--- config.mk ---
export PLATFORM = sky130hd
export DESIGN_NAME = req_decode_flat
export DESIGN_NICKNAME = d
export VERILOG_FILES = /design/src/design/memsys_pkg.sv /design/src/design/mem_req_if.sv /design/src/design/req_decode.sv /design/src/flat_wrapper.sv
export SDC_FILE = /design/constraint.sdc
export NUM_CORES = 1
export LEC_CHECK = 0
export BUFFER_PORTS_ARGS = -buffer_cell sky130_fd_sc_hd__buf_2
export CORE_MARGIN = 5
export CORE_UTILIZATION = 39
export CTS_CLUSTER_DIAMETER = 60
export DETAILED_ROUTE_END_ITERATION = 10
export GPL_TIMING_DRIVEN = 0
export PLACE_DENSITY = 0.87
export SYNTH_ARGS = -nofsm -noshare
export SYNTH_HDL_FRONTEND = slang
export SYNTH_SLANG_ARGS = --single-unit
--- constraint.sdc ---
create_clock -name i_clk -period 0.8 [get_ports i_clk]
set_input_delay 0.08 -clock i_clk [delete_from_list [all_inputs] [get_ports i_clk]]
set_output_delay 0.08 -clock i_clk [all_outputs]
set_load 0.02 [all_outputs]
--- src/design/memsys_pkg.sv ---
`default_nettype none

package memsys_pkg;

  localparam int ADDR_W      = 32;
  localparam int WORD_W      = 32;
  localparam int BLOCK_W     = 128;
  localparam int BYTE_OFF_W  = 2;  // byte within word
  localparam int WORD_OFF_W  = 2;  // word within block, addr[3:2]
  localparam int BLOCK_OFF_W = BYTE_OFF_W + WORD_OFF_W;

  localparam int DRAM_LATENCY_DEFAULT = 15;

  typedef logic [WORD_W-1:0]             word_t;
  typedef logic [BLOCK_W-1:0]            block_t;
  typedef logic [BLOCK_W/8-1:0]          bmask_t;  // set bit keeps the byte
  typedef logic [WORD_W/8-1:0]           ben_t;
  typedef logic [ADDR_W-BLOCK_OFF_W-1:0] baddr_t;  // dram block address

  typedef enum logic [2:0] {
    IDLE,
    CACHE_READ,
    WRITE_THROUGH,
    WRITE_ISSUE,
    READ_ISSUE,
    READ_WAIT,
    SAVE_RESULT,
    COMPLETE_READ
  } task_e;

  typedef enum logic [1:0] {
    DRAM_NOP,
    DRAM_READ,
    DRAM_WRITE
  } dram_cmd_e;

endpackage

`default_nettype wire

--- src/design/mem_req_if.sv ---
`timescale 1ns/1ps
`default_nettype none

interface mem_req_if #(
  parameter int INDEX_WIDTH = 6
);
  import memsys_pkg::*;

  localparam int TAG_W = ADDR_W - INDEX_WIDTH - BLOCK_OFF_W;

  logic                  rd;        // captured read, one cycle after accept
  ben_t                  wen;       // captured byte enables, same timing
  word_t                 addr;
  word_t                 wdata;
  logic [TAG_W-1:0]      tag;
  logic [INDEX_WIDTH-1:0] idx;
  logic [WORD_OFF_W-1:0] woff;
  logic [TAG_W-1:0]      live_tag;  // incoming address, not yet captured
  logic [INDEX_WIDTH-1:0] live_idx;

  modport decode_mp (output rd, wen, addr, wdata, tag, idx, woff, live_tag, live_idx);
  modport cache_mp  (input  rd, wen, addr, wdata, tag, idx, woff, live_tag, live_idx);
  modport ctrl_mp   (input  rd, wen, addr, wdata, tag, idx, woff, live_tag, live_idx);

endinterface

`default_nettype wire

--- src/design/req_decode.sv ---
`timescale 1ns/1ps
`default_nettype none

module req_decode #(
  parameter int INDEX_WIDTH = 6
) (
  input  wire                i_clk,
  input  wire                i_rst,
  input  wire                i_accept,
  input  wire                i_ren,
  input  memsys_pkg::ben_t   i_wen,
  input  memsys_pkg::word_t  i_addr,
  input  memsys_pkg::word_t  i_wdata,
  mem_req_if.decode_mp       req
);
  import memsys_pkg::*;

  localparam int TAG_W = ADDR_W - INDEX_WIDTH - BLOCK_OFF_W;

  // strobes only live for the cycle after accept
  always_ff @(posedge i_clk) begin
    if (i_rst) begin
      req.rd  <= 1'b0;
      req.wen <= '0;
    end else begin
      req.rd  <= i_accept && i_ren;
      req.wen <= i_accept ? i_wen : '0;
    end
  end

  always_ff @(posedge i_clk) begin
    if (i_accept) begin
      req.addr  <= i_addr;
      req.wdata <= i_wdata;
    end
  end

  assign req.tag  = req.addr[ADDR_W-1 -: TAG_W];
  assign req.idx  = req.addr[BLOCK_OFF_W +: INDEX_WIDTH];
  assign req.woff = req.addr[BYTE_OFF_W +: WORD_OFF_W];

  assign req.live_tag = i_addr[ADDR_W-1 -: TAG_W];
  assign req.live_idx = i_addr[BLOCK_OFF_W +: INDEX_WIDTH];

  a_no_rd_wr : assert property (@(posedge i_clk) disable iff (i_rst)
    !(i_ren && (i_wen != '0)))
    else $error("read and write requested together");

endmodule

`default_nettype wire

--- src/flat_wrapper.sv ---
// flat-port wrapper written by rule: the top's interface ports become plain ports
module req_decode_flat import memsys_pkg::*;
#(
  parameter int INDEX_WIDTH = 6
)
  (i_clk, i_rst, i_accept, i_ren, i_wen, i_addr, i_wdata, req_rd, req_wen, req_addr, req_wdata, req_tag, req_idx, req_woff, req_live_tag, req_live_idx);
  mem_req_if #(.INDEX_WIDTH(INDEX_WIDTH)) req_i ();
  input  wire i_clk;
  input  wire i_rst;
  input  wire i_accept;
  input  wire i_ren;
  input  memsys_pkg::ben_t i_wen;
  input  memsys_pkg::word_t i_addr;
  input  memsys_pkg::word_t i_wdata;
  output wire logic [$bits(req_i.rd)-1:0] req_rd;
  output wire logic [$bits(req_i.wen)-1:0] req_wen;
  output wire logic [$bits(req_i.addr)-1:0] req_addr;
  output wire logic [$bits(req_i.wdata)-1:0] req_wdata;
  output wire logic [$bits(req_i.tag)-1:0] req_tag;
  output wire logic [$bits(req_i.idx)-1:0] req_idx;
  output wire logic [$bits(req_i.woff)-1:0] req_woff;
  output wire logic [$bits(req_i.live_tag)-1:0] req_live_tag;
  output wire logic [$bits(req_i.live_idx)-1:0] req_live_idx;
  assign req_rd = req_i.rd;
  assign req_wen = req_i.wen;
  assign req_addr = req_i.addr;
  assign req_wdata = req_i.wdata;
  assign req_tag = req_i.tag;
  assign req_idx = req_i.idx;
  assign req_woff = req_i.woff;
  assign req_live_tag = req_i.live_tag;
  assign req_live_idx = req_i.live_idx;
  req_decode #(.INDEX_WIDTH(INDEX_WIDTH)) u_core (.i_clk(i_clk), .i_rst(i_rst), .i_accept(i_accept), .i_ren(i_ren), .i_wen(i_wen), .i_addr(i_addr), .i_wdata(i_wdata), .req(req_i));
endmodule
# Word-level counts from Yosys, hierarchy flattened
# Cells that the tools add are included.
# Widths: inputs -> output; s select.
[word_totals]
reg_bits = 69
wordCells = 7
in_bits = 72
output_inout_bits = 127
[classes]
reduce_logical = 2
bitwise = 1
[ops]
columns = ["cell", "count"]
rows = [
  ["$reduce_or 2->1", 1],
  ["$logic_and 1x1->1", 1],
  ["$not 1->1", 1],
]

# Longest topological paths before layout
[depth]
ltp_word = 2
depth_mapped = 1
mapped_depth_nobuf = 1

# Least setup slack after synthesis
# No wires, ideal clock.
[synth_path]
path_kind = "reg2out"
startpoint = "register u_core.req.addr[4]"
endpoint = "output req_idx[0]"
setup_slack_ps = 53
path_buffers = 1
t_arrival_ps = 667
stages_incl_launch_ff = 2
path_cell_list = "edfxtp_1 buf_4"
[synth_lines]
columns = ["element", "line", "source"]
rows = [
  ["start: declaration", "mem_req_if.sv:21", "modport decode_mp (output rd, wen, addr, wdata, tag, idx, woff, live_tag, live_idx);"],
  ["start signal: assignment", "req_decode.sv:33", "req.addr <= i_addr;"],
  ["end: declaration", "flat_wrapper.sv:20", "output wire logic [$bits(req_i.idx)-1:0] req_idx;"],
]
# No word-level cell between the ends.

# Final worst setup path
[layout_path]
startpoint = "register u_core.req.addr[9]"
endpoint = "output req_idx[5]"
# No word-level cell between the ends.

==> summary.md <==
| Metric | Value |
|---|---|
| Status | complete, but fails checks |
| Violated checks | negative setup slack |
| Period utilization | 139% |
| Yosys cell types | 4 |
| DRC viols | 0 |
| Commonest cells after routing, fill and taps aside | buf_2 (110), buf_6 (109), dlygate4sd3_1 (69) |
| # setup viols final | 99 |
| Slew @ Worst Pin | 0.597 ns |
| Placed Cells | 407 |
| Register area | 2030 um2 |
| Layout Nets | 483 |
| CP max FO | 2 |
| CTS tree | done |
| Hold endpoint | u_core.req.wen[3] |
| Layout cells sized above 1 | 66.1% |
| Post-route ant nets | 0 |
| Area Overhead vs Synth | 104% |
| Cells after Synth | 132 |
| Final Hold Vio Count | 0 |
| Maximum vdd drop | 1380 uV |
| Post-Syn Area | 2500 um2 |
| Crit Path Class | flop to output port |
| Largest net degree at the start of global routing | 70 |
| Seq/Total Area, Yosys | 80.8% |
| Capturing element type of the critical path | output port |
| Syn nets | 204 |
| Root Buffer Master | clkbuf_8 |
| CTS Buf Count | 9 |
| Crit path DAT | 1.03 ns |
| Pre-CTS setup slack | -0.791 ns |
| Core Box Area | 6280 um2 |
| Clk sink count | 69 |
| RSZ-0062 raised after global routing | true |
| Final cell count without fillers | 493 |
| All-layer global routing usage | 19.5% |
| Max-Slew Margin vs Limit | 60.2% |
| Final instance area | 5090 um2 |
| Initial antenna violation count | 0 |
| Avg Cell Area, Syn | 18.9 um2 |
| Yosys warnings | 0 |
| Die Y | 90.1 um |
| Clk slew on worst S/H paths | 0.07 ns |
| Leakage power | 2.36 nW |
| WHS Path Cells | 2 |
| Die area | 8110 um2 |
| Vias per cell | 4.27 |
| Overflow after GRT | 0 |
| I/O pin count | 199 |
| Pwr dens | 1820 nW/um2 |
| Final worst slack | -0.314 ns |
| Vias | 2104 |
| MaxCap Viol Count | 0 |
| Die Width | 90.1 um |
| I/O Buffers | 198 |
| Clock Tree Buf Depth | 2 |
| Fillers | 338 |
| Most common cell after layout, fill and taps aside | buf_2 |
| Critical Path RT | 0.72 ns |
| Tmin final | 1.11 ns |
| First-pass GRT wire length | 12300 um |
| # rows | 29 |
| Fmax | 898 MHz |
| Total power | 9.29 mW |
| # diodes | 0 |
| Slew Viols, Final | 0 |
| Startpoint class of the critical path | flop |
| WL/cell | 16.9 um |
| Routability Congestion | 0.675 |
| Initial DRC Count | 61 |
| Router iterations before antenna repair | 4 |
| Vias in the first global route | 2400 |
| DP Area | 3590 um2 |
| Area of the multi-input gates | 43.8 um2 |
| H-Tree Level Count | 3 |
| #FFs+latches synth | 69 |
| Hold/Removal Path Class | primary input to flop |
| Share of the core filled with cells | 81.2% |
| Post-Route WL | 8320 um |
| Hold Startpoint | i_rst |
| Initial core utilization | 39.8% |
## flip-flops by register name (all words and copies together) (netlist names)
name	count
u_core.req.wen	4
u_core.req.addr	32
u_core.req.wdata	32
u_core.req.rd	1
## final cells by class
cell class,count,share of cell area [%]
timing repair buffer,268,44.0
sequential,69,39.8
buffer,58,10.1
clock buffer,14,3.19
tap,77,1.89
multi-input combinational,5,0.860
clock inverter,2,0.196
## cell usage after synthesis
library cell / instances / area, um2
edfxtp_1: 64 / 1920
and3b_1: 5 / 43.8
buf_4: 58 / 435
dfxtp_1: 5 / 100
## layer usage
layer,wire [um],part of all wire (%),vias up,GRT usage (%)
met1,2520,30,994,17.3
met5,0,0,-,0
met3,705,8.5,21,7.35
met4,220,2.6,0,9.43
li1,-,-,974,-
met2,4870,59,115,37.6
## cell families after synthesis
group,synth area share [%]
buf+inv,17.4
flops,80.8
simple gates,1.75
## repair_timing
item                                   4_1_cts  5_1_grt
endpoints found under the hold margin       69        0
setup buffers                                0        1
setup endpoints to repair                  168      163
gates resized for setup                    109       93
hold buffers                                69        0
## critical path: stages, from the launching register on
cell,delay (ns)
edfxtp_1,0.44
buf_6,0.15
buf_6,0.12
## how the worst max path moves through the flow
stage	start	to	slack [ns]	cells past startpoint
finish	u_core.req.addr[9]	req_idx[5]	-0.31	2
global route	u_core.req.addr[19]	req_tag[9]	-0.36	2
CTS	u_core.req.addr[25]	req_tag[15]	-0.31	2
detailed placement	i_accept	u_core.req.wdata[17]	-0.79	1
global placement	i_accept	u_core.req.wdata[1]	-0.75	1
floorplan	u_core.req.addr[4]	req_idx[0]	0.05	1
## through the flow
| step | hold slack (ns) | setup TNS [ns] |
|---|---|---|
| floorplan | 0.179 | 0 |
| global placement | 0.256 | -51.04 |
| detailed placement | 0.258 | -54.12 |
| CTS | 0.0481 | -20.17 |
| global route | 0.0891 | -23.91 |
| finish | 0.0882 | -19.53 |
## power by group
| group | leakage, nW | switching, mW | internal (mW) |
|---|---|---|---|
| Clock | 0.0905 | 1.20 | 1.29 |
| Combinational | 1.60 | 1.06 | 1.31 |
| Sequential | 0.669 | 0.170 | 4.26 |
| Total | 2.36 | 2.43 | 6.86 |
No activity file was read; power rests on OpenSTA's default activity.
