### config.mk
export PLATFORM = sky130hd
export DESIGN_NAME = miss_controller_flat
export DESIGN_NICKNAME = d
export VERILOG_FILES = /design/src/design/memsys_pkg.sv /design/src/design/mem_req_if.sv /design/src/design/miss_controller.sv /design/src/flat_wrapper.sv
export SDC_FILE = /design/constraint.sdc
export NUM_CORES = 1
export LEC_CHECK = 0
export BUFFER_PORTS_ARGS = -buffer_cell sky130_fd_sc_hd__buf_2
export CORE_AREA = 10 10 272 274
export CTS_CLUSTER_SIZE = 20
export DETAILED_ROUTE_END_ITERATION = 6
export DIE_AREA = 0 0 282 284
export PLACE_DENSITY = 0.3
export RECOVER_POWER = 100
export SLEW_MARGIN = 20
export SYNTH_ARGS = -nofsm -noshare
export SYNTH_HDL_FRONTEND = slang
export SYNTH_SLANG_ARGS = --single-unit
### constraint.sdc
create_clock -name i_clk -period 27.7 [get_ports i_clk]
set_input_delay 5.54 -clock i_clk [delete_from_list [all_inputs] [get_ports i_clk]]
set_output_delay 5.54 -clock i_clk [all_outputs]
set_load 0.005 [all_outputs]
### src/design/memsys_pkg.sv
`default_nettype none

package memsys_pkg;

  localparam int ADDR_W      = 32;
  localparam int WORD_W      = 32;
  localparam int BLOCK_W     = 128;
  localparam int BYTE_OFF_W  = 2;  // byte within word
  localparam int WORD_OFF_W  = 2;  // word within block, addr[3:2]
  localparam int BLOCK_OFF_W = BYTE_OFF_W + WORD_OFF_W;

  localparam int DRAM_LATENCY_DEFAULT = 15;

  typedef logic [WORD_W-1:0]             word_t;
  typedef logic [BLOCK_W-1:0]            block_t;
  typedef logic [BLOCK_W/8-1:0]          bmask_t;  // set bit keeps the byte
  typedef logic [WORD_W/8-1:0]           ben_t;
  typedef logic [ADDR_W-BLOCK_OFF_W-1:0] baddr_t;  // dram block address

  typedef enum logic [2:0] {
    IDLE,
    CACHE_READ,
    WRITE_THROUGH,
    WRITE_ISSUE,
    READ_ISSUE,
    READ_WAIT,
    SAVE_RESULT,
    COMPLETE_READ
  } task_e;

  typedef enum logic [1:0] {
    DRAM_NOP,
    DRAM_READ,
    DRAM_WRITE
  } dram_cmd_e;

endpackage

`default_nettype wire

### src/design/mem_req_if.sv
`timescale 1ns/1ps
`default_nettype none

interface mem_req_if #(
  parameter int INDEX_WIDTH = 6
);
  import memsys_pkg::*;

  localparam int TAG_W = ADDR_W - INDEX_WIDTH - BLOCK_OFF_W;

  logic                  rd;        // captured read, one cycle after accept
  ben_t                  wen;       // captured byte enables, same timing
  word_t                 addr;
  word_t                 wdata;
  logic [TAG_W-1:0]      tag;
  logic [INDEX_WIDTH-1:0] idx;
  logic [WORD_OFF_W-1:0] woff;
  logic [TAG_W-1:0]      live_tag;  // incoming address, not yet captured
  logic [INDEX_WIDTH-1:0] live_idx;

  modport decode_mp (output rd, wen, addr, wdata, tag, idx, woff, live_tag, live_idx);
  modport cache_mp  (input  rd, wen, addr, wdata, tag, idx, woff, live_tag, live_idx);
  modport ctrl_mp   (input  rd, wen, addr, wdata, tag, idx, woff, live_tag, live_idx);

endinterface

`default_nettype wire

### src/design/miss_controller.sv
`timescale 1ns/1ps
`default_nettype none

module miss_controller (
  input  wire                 i_clk,
  input  wire                 i_rst,
  input  wire                 i_ren,
  input  memsys_pkg::ben_t    i_wen,
  mem_req_if.ctrl_mp          req,
  input  wire                 i_hit,
  input  memsys_pkg::block_t  i_block,
  input  wire                 i_dram_busy,
  input  memsys_pkg::block_t  i_dram_rdata,
  input  wire                 i_dram_rvalid,
  output logic                o_accept,
  output logic                o_install,
  output memsys_pkg::block_t  o_install_block,
  output logic                o_dram_ren,
  output logic                o_dram_wen,
  output memsys_pkg::baddr_t  o_dram_addr,
  output memsys_pkg::block_t  o_dram_wdata,
  output memsys_pkg::bmask_t  o_dram_mask,
  output memsys_pkg::word_t   o_rdata,
  output logic                o_stall
);
  import memsys_pkg::*;

  task_e     task_q;    // task of the previous cycle
  task_e     cur_task;
  task_e     new_task;
  dram_cmd_e dram_cmd;
  block_t    saved_block;
  block_t    raw_block;
  logic      req_present;

  assign req_present = i_ren || (i_wen != '0);

  always_comb begin
    new_task = IDLE;
    if (i_ren) begin
      new_task = CACHE_READ;
    end else if (i_wen != '0) begin
      new_task = WRITE_THROUGH;
    end
  end

  // current task follows from the previous one
  always_comb begin
    cur_task = new_task;
    case (task_q)
      CACHE_READ:    if (req.rd && !i_hit) cur_task = READ_ISSUE;
      WRITE_THROUGH: cur_task = WRITE_ISSUE;
      READ_ISSUE:    cur_task = READ_WAIT;
      READ_WAIT:     cur_task = i_dram_rvalid ? SAVE_RESULT : READ_WAIT;
      SAVE_RESULT:   cur_task = COMPLETE_READ;
      default:       cur_task = new_task;  // idle, write issue, complete read
    endcase
  end

  always_ff @(posedge i_clk) begin
    if (i_rst) begin
      task_q <= IDLE;
    end else begin
      task_q <= cur_task;
    end
  end

  always_ff @(posedge i_clk) begin
    if (cur_task == SAVE_RESULT) begin
      saved_block <= i_dram_rdata;
    end
  end

  assign o_accept = (cur_task == CACHE_READ) || (cur_task == WRITE_THROUGH);

  // a new request in write issue waits one cycle for the cache update
  assign o_stall = (cur_task == READ_ISSUE) || (cur_task == READ_WAIT) ||
                   (cur_task == SAVE_RESULT) ||
                   ((cur_task == WRITE_ISSUE) && req_present);

  assign o_install       = (cur_task == COMPLETE_READ);
  assign o_install_block = saved_block;

  always_comb begin
    case (cur_task)
      READ_ISSUE:  dram_cmd = DRAM_READ;
      WRITE_ISSUE: dram_cmd = DRAM_WRITE;
      default:     dram_cmd = DRAM_NOP;
    endcase
  end

  assign o_dram_ren  = (dram_cmd == DRAM_READ);
  assign o_dram_wen  = (dram_cmd == DRAM_WRITE);
  assign o_dram_addr = req.addr[ADDR_W-1:BLOCK_OFF_W];

  // word into its lane, mask keeps every other byte
  always_comb begin
    o_dram_wdata = '0;
    o_dram_wdata[req.woff*WORD_W +: WORD_W] = req.wdata;
    o_dram_mask = '1;
    o_dram_mask[req.woff*$bits(ben_t) +: $bits(ben_t)] = ~req.wen;
  end

  assign raw_block = (cur_task == COMPLETE_READ) ? saved_block : i_block;
  assign o_rdata   = raw_block[req.woff*WORD_W +: WORD_W];

  a_read_not_busy : assert property (@(posedge i_clk) disable iff (i_rst)
    o_dram_ren |-> !i_dram_busy)
    else $error("dram read issued while busy");

endmodule

`default_nettype wire

### src/flat_wrapper.sv
// flat-port wrapper written by rule: the top's interface ports become plain ports
module miss_controller_flat import memsys_pkg::*;
  (i_clk, i_rst, i_ren, i_wen, i_hit, i_block, i_dram_busy, i_dram_rdata, i_dram_rvalid, o_accept, o_install, o_install_block, o_dram_ren, o_dram_wen, o_dram_addr, o_dram_wdata, o_dram_mask, o_rdata, o_stall, req_rd, req_wen, req_addr, req_wdata, req_tag, req_idx, req_woff, req_live_tag, req_live_idx);
  mem_req_if req_i ();
  input  wire i_clk;
  input  wire i_rst;
  input  wire i_ren;
  input  memsys_pkg::ben_t i_wen;
  input  wire i_hit;
  input  memsys_pkg::block_t i_block;
  input  wire i_dram_busy;
  input  memsys_pkg::block_t i_dram_rdata;
  input  wire i_dram_rvalid;
  output logic o_accept;
  output logic o_install;
  output memsys_pkg::block_t o_install_block;
  output logic o_dram_ren;
  output logic o_dram_wen;
  output memsys_pkg::baddr_t o_dram_addr;
  output memsys_pkg::block_t o_dram_wdata;
  output memsys_pkg::bmask_t o_dram_mask;
  output memsys_pkg::word_t o_rdata;
  output logic o_stall;
  input wire logic [$bits(req_i.rd)-1:0] req_rd;
  input wire logic [$bits(req_i.wen)-1:0] req_wen;
  input wire logic [$bits(req_i.addr)-1:0] req_addr;
  input wire logic [$bits(req_i.wdata)-1:0] req_wdata;
  input wire logic [$bits(req_i.tag)-1:0] req_tag;
  input wire logic [$bits(req_i.idx)-1:0] req_idx;
  input wire logic [$bits(req_i.woff)-1:0] req_woff;
  input wire logic [$bits(req_i.live_tag)-1:0] req_live_tag;
  input wire logic [$bits(req_i.live_idx)-1:0] req_live_idx;
  assign req_i.rd = req_rd;
  assign req_i.wen = req_wen;
  assign req_i.addr = req_addr;
  assign req_i.wdata = req_wdata;
  assign req_i.tag = req_tag;
  assign req_i.idx = req_idx;
  assign req_i.woff = req_woff;
  assign req_i.live_tag = req_live_tag;
  assign req_i.live_idx = req_live_idx;
  miss_controller u_core (.i_clk(i_clk), .i_rst(i_rst), .i_ren(i_ren), .i_wen(i_wen), .req(req_i), .i_hit(i_hit), .i_block(i_block), .i_dram_busy(i_dram_busy), .i_dram_rdata(i_dram_rdata), .i_dram_rvalid(i_dram_rvalid), .o_accept(o_accept), .o_install(o_install), .o_install_block(o_install_block), .o_dram_ren(o_dram_ren), .o_dram_wen(o_dram_wen), .o_dram_addr(o_dram_addr), .o_dram_wdata(o_dram_wdata), .o_dram_mask(o_dram_mask), .o_rdata(o_rdata), .o_stall(o_stall));
endmodule
# After elaboration in Yosys (flattened, before gate mapping)
# Index checks and enable logic that the tools add are counted.
[totals]
romBits = 0
register_bits = 131
latchBits = 0
mem_bits_rw = 0
mem_count = 0
input_bits = 393
elab_cells = 43
out_inout_bits = 337
[classes]
n_eq_ne = 14
div_mod_pow = 0
n_mul = 0
mux = 7
shifts = 5
reduce_logical = 9
order_cmp = 0
add_sub_neg = 2
bitwise_logic = 4
[ops]
columns = ["operator", "count"]
rows = [
  ["128-bit AND", 1],
  ["128-bit two-way mux", 1],
  ["32-bit by 34-bit variable shift with 128-bit output, first input constant", 1],
  ["128-bit by 8-bit variable part select with 32-bit output", 1],
  ["32-bit by 34-bit variable part select with 128-bit output", 1],
  ["4-bit negator with 34-bit output", 1],
  ["7-bit negator with 34-bit output", 1],
  ["4-bit by 34-bit variable shift with 16-bit output, first input constant", 1],
  ["4-bit by 34-bit variable part select with 16-bit output", 1],
  ["3-bit == test, second input constant", 7],
  ["16-bit inverter", 1],
  ["16-bit OR", 1],
  ["3-bit one-hot mux with 5 select lines", 1],
  ["3-bit by 2-bit == test with 1-bit output, second input constant", 3],
  ["3-bit by 1-bit == test with 1-bit output, second input constant", 2],
  ["3-bit two-way mux", 2],
  ["1-bit logical OR", 5],
  ["2-bit two-way mux", 2],
  ["4-bit inverter", 1],
  ["2-bit one-hot mux with 2 select lines", 1],
  ["4-bit nonzero test", 1],
  ["2-bit by 1-bit == test with 1-bit output, second input constant", 1],
  ["2-bit == test, second input constant", 1],
  ["1-bit logical AND", 2],
  ["1-bit logical NOT", 1],
]

# Depth between registers and ports, before layout
[depth]
depth_word = 9
mapped_depth = 9
ltp_nobuf = 6

# Least setup slack after synthesis
# OpenSTA, ideal clock, no wires.
[synth_timing]
path_type = "in2reg"
start = "input port i_dram_rvalid"
end = "register u_core.saved_block[0] (netlist: u_core.o_install_block[0]), enable pin"
slack_ns = 12.656
arrival_ns = 14.270
path_stages = 2
setup_ns = 0.774
required_ns = 26.926
n_path_buf = 0
cell_sequence = "nand2_1 nor3_1"
[synth_between]
elab_chain_cells = 3
[synth_rtl]
columns = ["element", "line_no", "rtl"]
rows = [
  ["from (decl)", "flat_wrapper.sv:13", "input wire i_dram_rvalid;"],
  ["2-bit two-way mux", "miss_controller.sv:54", "READ_WAIT: cur_task = i_dram_rvalid ? SAVE_RESULT : READ_WAIT;"],
  ["3-bit one-hot mux with 5 select lines", "miss_controller.sv:50", "case (task_q)"],
  ["3-bit == test", "miss_controller.sv:69", "if (cur_task == SAVE_RESULT) begin"],
  ["to (signal assigned)", "miss_controller.sv:70", "saved_block <= i_dram_rdata;"],
  ["to (decl)", "miss_controller.sv:32", "block_t saved_block;"],
]
# No other way between the ends.
# A chain may end at the register's enable or synchronous reset.

# Worst setup path after layout
[layout_timing]
start = "input port req_woff[0]"
end = "output port o_dram_wdata[36]"
[layout_between]
elab_chain_cells = 3
word_cells_on_any_way = 4
classes_between = "1 x add/sub; 2 x shift; 1 x bitwise"
[layout_rtl]
columns = ["element", "line_no", "rtl"]
rows = [
  ["from (decl)", "flat_wrapper.sv:30", "input wire logic [$bits(req_i.woff)-1:0] req_woff;"],
  ["7-bit negator with 34-bit output (*)", "miss_controller.sv:99", "o_dram_wdata[req.woff*WORD_W +: WORD_W] = req.wdata;"],
  ["32-bit by 34-bit variable part select with 128-bit output or 32-bit by 34-bit variable shift with 128-bit output (tied branches)", "miss_controller.sv:99", ""],
  ["128-bit AND (no source line) (*)", "n/a", ""],
  ["to (decl)", "flat_wrapper.sv:20", "output memsys_pkg::block_t o_dram_wdata;"],
]
# Every way passes the cells marked *; elsewhere a longest branch is shown, timed or not.

==> summary.txt <==
Status
  – Status: complete, but fails checks
  – Failing checks: max-capacitance violations, max-slew violations

Min path
  – Worst min path class: flip-flop to flip-flop

Clocking
  – Setup Buffers After CTS: 0
  – CTS max path bufs: 2
  – CTS tree: done
  – Sink Count: 131
  – Root Buffer: clkbuf_16
  – Hold buffers post-CTS: 0
  – Clock slew at the register clock pins of the worst setup and hold paths: 0.06 ns
  – Num CTS Buffers: 17
  – Resized cells post-CTS: 0
  – Clock Latency Late Sink: 0.47 ns
  – Htree depth: 4

Drt
  – 1st-pass router iterations: 4
  – DRC viols: 0
  – Via count: 7238
  – Vias per cell: about 3.5
  – Routed length per instance: 23.63 microns
  – Post-route ant nets: 0
  – Total wire length: about 48 mm
  – DRT iter0 DRCs: around 280

Setup path
  – CP Launch Type: primary input
  – Crit path max fanout: 40
  – Crit Path Class: primary input to output pin
  – CP most frequent cell: clkbuf_1
  – Max stage delay on crit path: 2.12 ns
  – Crit path required time: 22.16 ns
  – Worst-path cell chain: buf_2, clkbuf_1, clkinv_1, clkbuf_1, ha_1, inv_1, nand3_1, nor2_1, and2_1, clkbuf_1
  – CP Data Arrival Time: 12.37 ns
  – Worst Path Buf+Inv: 6
  – Largest delay contributor family on the critical path: buffers and inverters
  – CP Capture Type: output pin
  – Slowest-stage cell, CP: clkbuf_1

Floorplan
  – Cell row count: 96
  – Die span in y: 284 microns
  – Die extent in x: around 280 microns
  – Ports: 730
  – CORE AREA: 68350 sq um
  – Die footprint: 80090 sq um
  – Initial Util: 0.1083

Yosys
  – FF+latch count, synth: 131
  – Ys async rst share: 0
  – Post-Syn Area: 7402 sq um
  – Mapped Cells: 581
  – Cell variety after synth: 34
  – Most used flip-flop cell after synthesis: edfxtp_1
  – Syn avg cell area: roughly 13 sq um
  – Yosys warns: 0
  – Syn Nets: 978
  – EDFF count, synth: 128
  – Seq/Total Area, Yosys: 0.5274

STA
  – RSZ-0062 raised after global routing: false
  – Min Tclk post-route: around 18 ns
  – Slew margin rel.: -1.405
  – Slew Viols, Final: 332
  – TNS Setup: 0 ns
  – Worst hold slack: 0.5039 ns
  – Worst-Margin Slew: 3.608 ns
  – Setup Skew: 0.01371 ns
  – Fmax: 0.05583 GHz
  – Final setup fails: 0
  – Period utilisation layout: 0.6467
  – Final hold vios: 0

Power
  – Pwr Density: 47.63 nW/um^2
  – Max rail drop VDD: 0.04538 mV
  – Pleak: 0.004383 uW

GRT
  – GRT Util Overall: 0.1162
  – Largest net degree at the start of global routing: 61
  – Initial antenna violation count: 22
  – Met3 Use GR: 0.05483
  – Overflow after GRT: 0
  – Grt peak-use layer: met2
  – Met1 GRT Util: 0.1125
  – Vias in the first global route: between 7000 and 8000
  – Met2 global-route usage: 0.2023
  – First-pass GRT wire length: 64.31 mm

Layout
  – Most frequent cells in the layout: buf_2 (367), clkbuf_1 (252), edfxtp_1 (128)
  – Share of cells above drive strength 1: 0.3746
  – NumNets Final: 1548
  – Most common cell after layout, fill and taps aside: buf_2
  – Number of fillers in the final layout: roughly 7800
  – Multi-input logic area: 3009 sq um
  – FF/Latch Area: a little under 4000 sq um
  – Area grow syn2layout: 54.77%

Place
  – IO Port Bufs: 612
  – Placer Congestion: around 0.75
  – Final HPWL DP: roughly 40 mm

Run
  – Max-capacitance violation count: 8
==> layout make-up <==
type | count | share of cell area
multi-input combinational | 374 | 0.2627
tap | 882 | 0.09633
antenna | 6 | 0.001311
timing repair buffer | 622 | 0.2452
sequential | 131 | 0.3408
clock buffer | 18 | 0.03746
clock inverter | 14 | 0.01464
inverter | 5 | 0.001638
==> sequential cells by signal, summed over array words and instances (netlist names) <==
name,flops
u_core.task_q,3
u_core.o_install_block,128
==> power by group <==
part	internal, uW	switching, uW
sequential	220	1.74
clock	136	109
combinational	37.8	41.3
==> worst paths after layout <==
check             cells after the start  slack [ns]                         to             start
setup / recovery                     10        9.79           o_dram_wdata[36]       req_woff[0]
hold / removal                        1        0.50           u_core.task_q[2]  u_core.task_q[0]
setup reg to reg                      4       22.77  u_core.o_install_block[2]  u_core.task_q[2]
hold reg to reg                       1        0.50           u_core.task_q[2]  u_core.task_q[0]
==> synthesized netlist by cell type (2+ instances only) <==
cell type	n	area, sq um
nor2_1	13	48.80
nand3_1	32	160.2
and2_1	129	807.0
o21ai_1	18	90.09
edfxtp_1	128	3844
o21ai_0	29	145.1
ha_1	4	50.05
buf_1	2	7.510
o22a_1	31	271.5
dfxtp_1	3	60.06
buf_8	2	30.03
and3_1	2	12.51
clkbuf_1	27	101.4
buf_12	4	80.08
a21o_1	31	232.7
mux4_1	2	52.55
buf_2	6	30.03
mux4_2	31	698.2
and3b_1	2	17.52
mux2i_1	31	310.3
buf_4	28	210.2
nand2_1	9	33.78
inv_1	5	18.77
buf_6	2	22.52
==> layer usage <==
metal  wire [microns]  share of wire  vias to the layer above
met5              109         0.0022                        -
li1                 -              -                     3287
met1            16790           0.35                     3437
met4             1988          0.041                       16
met2            24460           0.50                      390
met3             5148           0.11                      108
==> metrics by stage <==
| stage | instance area [sq um] | cells | setup WS (ns) | utilization | power, uW |
|---|---|---|---|---|---|
| floorplan | 7402 | 581 | 12.66 | - | 262.1 |
| global placement | 11190 | 2014 | 13.41 | 0.1637 | 309.0 |
| detailed placement | 11200 | 2014 | 13.60 | 0.1638 | 309.1 |
| CTS | 11790 | 2046 | 13.60 | 0.1725 | 563.9 |
| global route | 11460 | 2052 | 9.179 | 0.1676 | 574.5 |
| finish | 11460 | 2052 | 9.787 | 0.1676 | 545.7 |
==> cells by family after synthesis <==
kind of cell | after synthesis | share of synthesized area
compound gates | 115 | 0.1056
fa+ha+maj | 4 | 0.006762
flops | 131 | 0.5274
simple gates | 191 | 0.1493
mux | 64 | 0.1433
buf+inv | 76 | 0.06761
Note: power is estimated with default switching activity, not from simulation.
